### src/design/core_defines.svh
////////////////////////////////////////////////////////////////////////////
// widths and depths shared by the back end RTL and its testbench
// include wherever a macro below is used; the guard makes repeats harmless
////////////////////////////////////////////////////////////////////////////
`ifndef CORE_DEFINES_SVH
`define CORE_DEFINES_SVH

// datapath
`define DATA_W      16
`define IMM_W       12

// tags and physical registers
`define TAG_W       6
`define PREG_W      6
`define NUM_PREGS   64

// data memory, addressed by the low address bits
`define DMEM_DEPTH  64

// result lanes out of execute
`define NUM_LANES   4

`endif
### src/design/core_pkg.sv
////////////////////////////////////////////////////////////////////////////
// types for the back end: opcodes, the two-format instruction word, and
// the structs passed between decode, execute, EX/WB and write-back
////////////////////////////////////////////////////////////////////////////
`include "core_defines.svh"

package core_pkg;

    typedef enum logic [3:0] {
        ALU_R = 4'd0,
        ALU_I = 4'd1,
        MUL   = 4'd2,
        LD    = 4'd3,
        ST    = 4'd4
    } opcode_e;

    // codes 8..15 are undefined and give zero
    typedef enum logic [3:0] {
        ADD = 4'd0,
        SUB = 4'd1,
        AND = 4'd2,
        OR  = 4'd3,
        XOR = 4'd4,
        SHL = 4'd5,
        SHR = 4'd6,
        SLT = 4'd7
    } alu_fn_e;

    typedef enum logic [1:0] {
        ALU1 = 2'd0,
        ALU2 = 2'd1,
        MULT = 2'd2,
        ADDR = 2'd3
    } unit_e;

    // lane positions on the done port
    localparam int LANE_ALU1 = 0;
    localparam int LANE_ALU2 = 1;
    localparam int LANE_MULT = 2;
    localparam int LANE_ADDR = 3;

    ////////////////////////////////////////////////////////////////////////////
    // instruction word, register and immediate views
    ////////////////////////////////////////////////////////////////////////////
    typedef struct packed {
        opcode_e    op;
        alu_fn_e    fn;
        logic [7:0] rsvd;
    } r_fmt_t;

    typedef struct packed {
        opcode_e              op;
        logic [`IMM_W-1:0]    imm;
    } i_fmt_t;

    typedef union packed {
        r_fmt_t r;
        i_fmt_t i;
    } instr_u;

    typedef struct packed {
        logic                 vld;
        instr_u               instr;
        logic [`TAG_W-1:0]    tag;
        logic [`PREG_W-1:0]   dst;
        logic [`PREG_W-1:0]   src_a;
        logic [`PREG_W-1:0]   src_b;
    } issue_t;

    typedef struct packed {
        logic                 vld;
        unit_e                unit;
        alu_fn_e              fn;
        logic [`DATA_W-1:0]   a;
        logic [`DATA_W-1:0]   b;
        logic [`DATA_W-1:0]   imm;
        logic [`TAG_W-1:0]    tag;
        logic [`PREG_W-1:0]   dst;
        logic                 reg_wrt;
        logic                 mem_rd;
        logic                 mem_wrt;
    } dec_t;

    ////////////////////////////////////////////////////////////////////////////
    // execute results and completions
    ////////////////////////////////////////////////////////////////////////////
    typedef struct packed {
        logic                 done_vld;
        logic [`TAG_W-1:0]    done_idx;
        logic [`PREG_W-1:0]   phy_addr;
        logic                 reg_wrt;
        logic                 mem_rd;
        logic                 mem_wrt;
        logic [`DATA_W-1:0]   out;
    } lane_t;

    typedef struct packed {
        lane_t                alu1;
        lane_t                alu2;
        lane_t                mult;
        lane_t                addr;
        logic [`DATA_W-1:0]   data_str;
        logic                 mult_valid_wb;
    } ex_wb_t;

    typedef struct packed {
        logic                 vld;
        logic [`TAG_W-1:0]    idx;
        logic                 reg_wrt;
        logic [`PREG_W-1:0]   phy_addr;
        logic [`DATA_W-1:0]   data;
    } cmpl_t;

endpackage

### src/design/backend_top.sv
////////////////////////////////////////////////////////////////////////////
// back end top: decode, execute, EX/WB register and write-back in a row
// one issue packet per cycle in, four completion lanes out
////////////////////////////////////////////////////////////////////////////
`timescale 1ns/1ps
`include "core_defines.svh"

module backend_top import core_pkg::*; (
    input  logic                     clk,
    input  logic                     rst,
    input  logic                     stall,
    input  issue_t                   issue,
    output cmpl_t [`NUM_LANES-1:0]   done
);

    logic [`PREG_W-1:0] rd_addr_a;
    logic [`PREG_W-1:0] rd_addr_b;
    logic [`DATA_W-1:0] rd_data_a;
    logic [`DATA_W-1:0] rd_data_b;
    dec_t               dec;
    ex_wb_t             ex_d;
    ex_wb_t             ex_q;

    instr_decode u_decode (
        .clk       (clk),
        .rst       (rst),
        .stall     (stall),
        .issue     (issue),
        .rd_data_a (rd_data_a),
        .rd_data_b (rd_data_b),
        .rd_addr_a (rd_addr_a),
        .rd_addr_b (rd_addr_b),
        .dec       (dec)
    );

    exec_units u_exec (
        .dec (dec),
        .ex  (ex_d)
    );

    // frozen together with decode under stall
    ex_wb u_ex_wb (
        .clk   (clk),
        .rst   (rst),
        .stall (stall),
        .d     (ex_d),
        .q     (ex_q)
    );

    wb_stage u_wb (
        .clk       (clk),
        .rst       (rst),
        .wb        (ex_q),
        .rd_addr_a (rd_addr_a),
        .rd_addr_b (rd_addr_b),
        .rd_data_a (rd_data_a),
        .rd_data_b (rd_data_b),
        .done      (done)
    );

endmodule

### src/design/wb_stage.sv
////////////////////////////////////////////////////////////////////////////
// write-back: physical register file, data memory, load read and the
// four completion lanes; register reads feed decode combinationally
////////////////////////////////////////////////////////////////////////////
`timescale 1ns/1ps
`include "core_defines.svh"

module wb_stage import core_pkg::*; (
    input  logic                           clk,
    input  logic                           rst,
    input  ex_wb_t                         wb,
    input  logic [`PREG_W-1:0]             rd_addr_a,
    input  logic [`PREG_W-1:0]             rd_addr_b,
    output logic [`DATA_W-1:0]             rd_data_a,
    output logic [`DATA_W-1:0]             rd_data_b,
    output cmpl_t [`NUM_LANES-1:0]         done
);

    localparam int DM_AW = $clog2(`DMEM_DEPTH);

    logic [`DATA_W-1:0] prf  [`NUM_PREGS];
    logic [`DATA_W-1:0] dmem [`DMEM_DEPTH];
    logic [DM_AW-1:0]   dm_addr;
    logic [`DATA_W-1:0] ld_data;
    lane_t              lane [`NUM_LANES];

    assign lane[LANE_ALU1] = wb.alu1;
    assign lane[LANE_ALU2] = wb.alu2;
    assign lane[LANE_MULT] = wb.mult;
    assign lane[LANE_ADDR] = wb.addr;

    // register file reads for decode
    assign rd_data_a = prf[rd_addr_a];
    assign rd_data_b = prf[rd_addr_b];

    // loads and stores both use the address lane
    assign dm_addr = wb.addr.out[DM_AW-1:0];
    assign ld_data = dmem[dm_addr];

    ////////////////////////////////////////////////////////////////////////////
    // completion lanes
    ////////////////////////////////////////////////////////////////////////////
    always_comb begin
        for (int i = 0; i < `NUM_LANES; i++) begin
            done[i].vld      = lane[i].done_vld;
            done[i].idx      = lane[i].done_idx;
            done[i].reg_wrt  = lane[i].reg_wrt;
            done[i].phy_addr = lane[i].phy_addr;
            done[i].data     = lane[i].out;
        end
        // ld returns the memory word, not the address
        if (lane[LANE_ADDR].mem_rd)
            done[LANE_ADDR].data = ld_data;
    end

    ////////////////////////////////////////////////////////////////////////////
    // register file and data memory writes
    ////////////////////////////////////////////////////////////////////////////
    always_ff @(posedge clk) begin
        if (rst) begin
            for (int i = 0; i < `NUM_PREGS; i++)
                prf[i] <= '0;
        end else begin
            for (int i = 0; i < `NUM_LANES; i++)
                if (done[i].vld && done[i].reg_wrt)
                    prf[done[i].phy_addr] <= done[i].data;
        end
    end

    always_ff @(posedge clk) begin
        if (rst) begin
            for (int i = 0; i < `DMEM_DEPTH; i++)
                dmem[i] <= '0;
        end else if (wb.addr.mem_wrt) begin
            dmem[dm_addr] <= wb.data_str;
        end
    end

endmodule

### src/design/ex_wb.sv
////////////////////////////////////////////////////////////////////////////
// EX/WB pipeline register: four result lanes, store data and the
// multiplier valid, loaded as one word and frozen while stall is high
////////////////////////////////////////////////////////////////////////////
`timescale 1ns/1ps
`include "core_defines.svh"

module ex_wb import core_pkg::*; (
    input  logic    clk,
    input  logic    rst,
    input  logic    stall,
    input  ex_wb_t  d,
    output ex_wb_t  q
);

    logic enable;

    // load on every cycle without stall
    assign enable = ~stall;

    always_ff @(posedge clk) begin
        if (rst) begin
            // all valid, write and read flags drop together
            q <= '0;
        end else if (enable) begin
            q <= d;
        end
    end

endmodule

### src/design/exec_units.sv
////////////////////////////////////////////////////////////////////////////
// execute stage: alu1, alu2, multiplier and address adder side by side
// purely combinational, one result lane per unit plus the store data
////////////////////////////////////////////////////////////////////////////
`timescale 1ns/1ps
`include "core_defines.svh"

module exec_units import core_pkg::*; (
    input  dec_t    dec,
    output ex_wb_t  ex
);

    logic [`DATA_W-1:0] alu1_res;
    logic [`DATA_W-1:0] alu2_res;
    logic [`DATA_W-1:0] mult_res;
    logic [`DATA_W-1:0] addr_res;

    // one lane, valid only when its unit is selected
    function automatic lane_t fill_lane(input dec_t d, input unit_e u,
                                        input logic [`DATA_W-1:0] res);
        lane_t l;
        logic  sel;
        sel        = d.vld && (d.unit == u);
        l.done_vld = sel;
        l.done_idx = d.tag;
        l.phy_addr = d.dst;
        l.reg_wrt  = sel & d.reg_wrt;
        l.mem_rd   = sel & d.mem_rd;
        l.mem_wrt  = sel & d.mem_wrt;
        l.out      = res;
        return l;
    endfunction

    ////////////////////////////////////////////////////////////////////////////
    // alu1, register operands
    ////////////////////////////////////////////////////////////////////////////
    always_comb begin
        case (dec.fn)
            ADD:     alu1_res = dec.a + dec.b;
            SUB:     alu1_res = dec.a - dec.b;
            AND:     alu1_res = dec.a & dec.b;
            OR:      alu1_res = dec.a | dec.b;
            XOR:     alu1_res = dec.a ^ dec.b;
            // shift amount from low 4 bits of b
            SHL:     alu1_res = dec.a << dec.b[3:0];
            SHR:     alu1_res = dec.a >> dec.b[3:0];
            SLT:     alu1_res = `DATA_W'($signed(dec.a) < $signed(dec.b));
            default: alu1_res = '0;
        endcase
    end

    // alu2, immediate add
    assign alu2_res = dec.a + dec.imm;

    // multiplier keeps the low word
    assign mult_res = dec.a * dec.b;

    // load/store effective address
    assign addr_res = dec.a + dec.imm;

    ////////////////////////////////////////////////////////////////////////////
    // result lanes
    ////////////////////////////////////////////////////////////////////////////
    always_comb begin
        ex.alu1          = fill_lane(dec, ALU1, alu1_res);
        ex.alu2          = fill_lane(dec, ALU2, alu2_res);
        ex.mult          = fill_lane(dec, MULT, mult_res);
        ex.addr          = fill_lane(dec, ADDR, addr_res);
        // store word rides along with the address
        ex.data_str      = dec.b;
        ex.mult_valid_wb = ex.mult.done_vld;
    end

endmodule

### src/design/instr_decode.sv
////////////////////////////////////////////////////////////////////////////
// decode stage: reads both source registers, decodes the instruction
// word and registers one decoded item per cycle; holds under stall
////////////////////////////////////////////////////////////////////////////
`timescale 1ns/1ps
`include "core_defines.svh"

module instr_decode import core_pkg::*; (
    input  logic                 clk,
    input  logic                 rst,
    input  logic                 stall,
    input  issue_t               issue,
    input  logic [`DATA_W-1:0]   rd_data_a,
    input  logic [`DATA_W-1:0]   rd_data_b,
    output logic [`PREG_W-1:0]   rd_addr_a,
    output logic [`PREG_W-1:0]   rd_addr_b,
    output dec_t                 dec
);

    dec_t                  dec_nxt;
    opcode_e               op;
    logic [`DATA_W-1:0]    imm_ext;

    // register file read ports
    assign rd_addr_a = issue.src_a;
    assign rd_addr_b = issue.src_b;

    // opcode sits in the same bits in both views
    assign op = issue.instr.r.op;

    // I view immediate, sign extended
    assign imm_ext = {{(`DATA_W-`IMM_W){issue.instr.i.imm[`IMM_W-1]}},
                      issue.instr.i.imm};

    ////////////////////////////////////////////////////////////////////////////
    // decode
    ////////////////////////////////////////////////////////////////////////////
    always_comb begin
        dec_nxt         = '0;
        dec_nxt.vld     = issue.vld;
        dec_nxt.tag     = issue.tag;
        dec_nxt.dst     = issue.dst;
        dec_nxt.a       = rd_data_a;
        dec_nxt.b       = rd_data_b;
        dec_nxt.unit    = ALU1;
        dec_nxt.fn      = ADD;

        case (op)
            ALU_R: begin
                dec_nxt.unit    = ALU1;
                dec_nxt.fn      = issue.instr.r.fn;
                dec_nxt.reg_wrt = 1'b1;
            end
            ALU_I: begin
                dec_nxt.unit    = ALU2;
                dec_nxt.imm     = imm_ext;
                dec_nxt.reg_wrt = 1'b1;
            end
            MUL: begin
                dec_nxt.unit    = MULT;
                dec_nxt.reg_wrt = 1'b1;
            end
            LD: begin
                dec_nxt.unit    = ADDR;
                dec_nxt.imm     = imm_ext;
                dec_nxt.mem_rd  = 1'b1;
                dec_nxt.reg_wrt = 1'b1;
            end
            ST: begin
                dec_nxt.unit    = ADDR;
                dec_nxt.imm     = imm_ext;
                dec_nxt.mem_wrt = 1'b1;
            end
            default: begin
                // illegal opcode: completes on alu1 as 0 + 0, no write
                dec_nxt.a = '0;
                dec_nxt.b = '0;
            end
        endcase

        // a bubble has no side effects
        if (!issue.vld) begin
            dec_nxt.reg_wrt = 1'b0;
            dec_nxt.mem_rd  = 1'b0;
            dec_nxt.mem_wrt = 1'b0;
        end
    end

    ////////////////////////////////////////////////////////////////////////////
    // decode register
    ////////////////////////////////////////////////////////////////////////////
    always_ff @(posedge clk) begin
        if (rst) begin
            dec.vld     <= 1'b0;
            dec.reg_wrt <= 1'b0;
            dec.mem_rd  <= 1'b0;
            dec.mem_wrt <= 1'b0;
        end else if (!stall) begin
            dec <= dec_nxt;
        end
    end

endmodule

### config.mk
export PLATFORM = sky130hd
export DESIGN_NAME = backend_top
export DESIGN_NICKNAME = d
export VERILOG_FILES = /design/src/design/core_pkg.sv /design/src/design/backend_top.sv /design/src/design/wb_stage.sv /design/src/design/ex_wb.sv /design/src/design/exec_units.sv /design/src/design/instr_decode.sv
export VERILOG_INCLUDE_DIRS = /design/src /design/src/design
export SDC_FILE = /design/constraint.sdc
export NUM_CORES = 2
export LEC_CHECK = 0
export BUFFER_PORTS_ARGS = -buffer_cell sky130_fd_sc_hd__clkbuf_2
export CORE_ASPECT_RATIO = 1.75
export CORE_MARGIN = 2
export CORE_UTILIZATION = 30
export CTS_CLUSTER_SIZE = 16
export DETAILED_ROUTE_END_ITERATION = 10
export GPL_TIMING_DRIVEN = 1
export PLACE_DENSITY_LB_ADDON = 0.12
export SYNTH_ARGS = -nofsm -noshare
export SYNTH_HDL_FRONTEND = slang
export SYNTH_SLANG_ARGS = --single-unit
### constraint.sdc
create_clock -name clk -period 7.66 [get_ports clk]
set_input_delay 0.766 -clock clk [delete_from_list [all_inputs] [get_ports clk]]
set_output_delay 0.766 -clock clk [all_outputs]
set_load 0.05 [all_outputs]
==> results.toml <==
[status]
status = "complete, no violations"

[route]
ant_nets = 0
drt-wirelength-per-cell_um = 34.73
dr.pass1.iters = 6
drt_iter0_drc = 6055
vias = 67470
vias_per_cell = 5.241
wl_um = 447100
drc = 0

[cts]
htreeDepth = 4
root_buffer = "clkbuf_16"
clkTransAtPathRegs_ns = 0.08
clk_latency_ns = 0.95
cts_made_buffers = 234
cts_resized = 0
cts_buffer_depth = 4
cts_num_sinks = 2206
cts_tree = "yes"

[global_routing]
grt-ovfl-total = 0
antenna_found_initial = 60
grt_start_max_net_pins = 88
grt_first_pass_wirelength_um = 611900
track_usage = 0.2293
grt_pass1_vias = 70450

[synth]
ys_seq_area_frac = 0.5735
async_flop_share = 0
yosys_warnings = 0
synth-main-ff-cell = "edfxtp_1"
ys_ff_latch = 2206
synth_edf_count = 2110
synth_area_leaders = "edfxtp_1 (56%), mux4_2 (20%), and2_1 (5.7%)"
synth_top_area_frac = 0.5566
synth_area_leader_cell = "edfxtp_1"
avgSynthCellArea_um2 = 14.76
synth.distinct_cells = 65
syn_inst = 7714
syn_nets = 7954
synthesis.area_mm2 = 0.1138

[hold_path]
hp-class = "in -> reg"

[pwr]
power_uw = 29950
clock_power_share = 0.382
p_sw_uw = 8398
swShare = 0.2804
leakage_uw = 0.04360
p_seq_frac = 0.466
p_per_area_mw_per_mm2 = 235.4
comb_power_share = 0.152
p_int_uw = 21560
irDropWorstVdd_uv = 190.4

[final_layout]
final_core_util = 0.3364
finalNetCount = 7866
syn_to_final_growth_pct = 11.77
drive_gt1_frac = 0.2464

[sta]
finClkSkew_ns = 0.07221
max_freq_mhz = 157.6
period_minus_slack_ns = 6.343
report.final.slew_viol_count = 0
finalCritPeriodShare = 0.8281
max_slew.worst_pin.slew_ns = 1.455
rsz0062_at_grt = "false"
finalSetupTns_ns = 0
relSlewSlack = 0.02799
final-setup-viol-count = 0
finalHoldViolations = 0

[floorplan]
dieArea_mm2 = 0.3846
die-width_um = 469.7
num_rows = 299
die_h_um = 818.9
core_mm2 = 0.3782
io_pins = 164
start_util = 0.3010

[setup_path]
end_kind = "flip-flop"
critPathKind = "reg -> reg"
required_ns = 8.45
arrival_ns = 7.13
cp-start-kind = "flip-flop"
cp_max_fo = 11

[placement]
port_buffers = 163
place_congestion = 0.9453
hpwl_um = 313300

[flow_run]
drv_cap = 0
-- routing by layer --
metal	vias up	wire (um)	track usage
li1	28440	-	-
met1	36260	157700	0.2500
met2	2109	236900	0.4170
met3	646	19640	0.03178
met4	14	32730	0.1462
met5	-	94	0
-- logic make-up (layout without fill, tap and decap cells) --
logic type      count (synthesis)  count (layout)  share of synthesized area
compound gates                320             320                    0.02122
xor+xnor                       64              64                   0.004924
fa+ha+maj                     196             196                    0.02702
buf+inv                       981            1081                    0.04116
flops                        2206            2206                     0.5735
mux                          1108            1108                     0.2095
other cells                     0              94                          0
simple gates                 2839            2839                     0.1227
-- Yosys cell counts (21+ instances only) --
cell	count
a211oi_1	36
a21oi_1	80
and2_1	1042
buf_1	90
buf_2	43
buf_4	119
buf_6	67
clkbuf_1	475
dfxtp_1	96
edfxtp_1	2110
fa_1	83
ha_1	113
inv_1	180
mux2i_1	73
mux4_2	1018
nand2_1	212
nand2b_1	76
nand3_1	21
nor2_1	1291
nor2b_1	44
nor3_1	38
o21ai_0	57
or2_2	65
xnor2_1	52
-- critical path, cell delays in order (launching register included) --
cell and delay (ns):
edfxtp_1 0.76, inv_1 0.32, nor2_1 0.21, fa_1 0.47, fa_1 0.55, ha_1 0.13, inv_1 0.05, fa_1 0.49
fa_1 0.50, fa_1 0.48, inv_1 0.04, ha_1 0.22, a2111oi_0 0.69, nor3_1 0.13, a2111oi_0 0.71, a21oi_1 0.19
xnor2_1 0.16, o21ai_0 0.08
-- power groups by stage --
| stage | clock (uW) | combinational [uW] | sequential, uW |
|---|---|---|---|
| after global routing | 12100 | 4770 | 14000 |
| after global placement | 0 | 4630 | 14200 |
| final | 11400 | 4550 | 14000 |
| after detailed placement | 0 | 4590 | 14200 |
| after CTS | 11700 | 4610 | 14000 |
| after floorplan | 0 | 2860 | 14000 |
-- stage by stage --
step / setup slack, ns / hold slack, ns / area [um2] / std cells
after floorplan: 1.439 / 0.4427 / 113800 / 7714
after global placement: 1.274 / 0.4600 / 119600 / 12340
after detailed placement: 1.315 / 0.4655 / 119600 / 12340
after CTS: 1.300 / 0.06450 / 127000 / 12780
after global routing: 0.9243 / 0.1382 / 127200 / 12860
final: 1.317 / 0.1588 / 127200 / 12870
-- layout by cell type (no fill, tap or decap), drive strengths merged, types with 17 or more instances in the layout --
cell,count
a211oi,36
a21oi,80
a221oi,29
and2,1042
buf,305
bufinv,19
clkbuf,451
clkinv,98
dfxtp,96
diode,94
edfxtp,2110
fa,83
ha,113
inv,188
mux2,17
mux2i,73
mux4,1018
nand2,212
nand2b,76
nand3,21
nor2,1291
nor2b,44
nor3,38
o21ai,57
or2,65
xnor2,52
-- flip-flops by register name, summed over array words and instances, names as in the netlist, named ones only --
signal and cells:
u_decode.dec 66, u_ex_wb.q 86, u_wb.dmem 1024, u_wb.prf 1024
-- path summary, 6_finish.rpt --
| kind | slack, ns | endpoint | from | depth (start not counted) |
|---|---|---|---|---|
| worst min register to register | 0.47 | u_ex_wb.q[135]$_SDFFE_PP0N_ | u_decode.dec[6]$_DFFE_PP_ | 2 |
| worst max register to register | 1.32 | u_ex_wb.q[63]$_SDFFE_PP0N_ | u_decode.dec[52]$_SDFFCE_PN0P_ | 17 |
| worst min-delay path | 0.16 | u_ex_wb.q[57]$_SDFFE_PP0N_ | stall | 3 |
| worst max-delay path | 1.32 | u_ex_wb.q[63]$_SDFFE_PP0N_ | u_decode.dec[52]$_SDFFCE_PN0P_ | 17 |
-- final cells by class --
cell class,count,area (um2)
Clock inverter,126,1131
Tap cell,4966,6213
Sequential cell,2206,65330
Multi-Input combinational cell,4527,43930
Antenna cell,94,235.2
Fill cell,36620,251000
Timing Repair Buffer,470,3505
Inverter,187,703.2
Clock buffer,298,6188
-- what timing repair did --
| action | 4_1_cts | 5_1_grt |
|---|---|---|
| hold buffers | 12 | 0 |
| setup buffers | 0 | 0 |
| hold endpoints to repair | 12 | 0 |
Power figures use the tool's default switching activity.
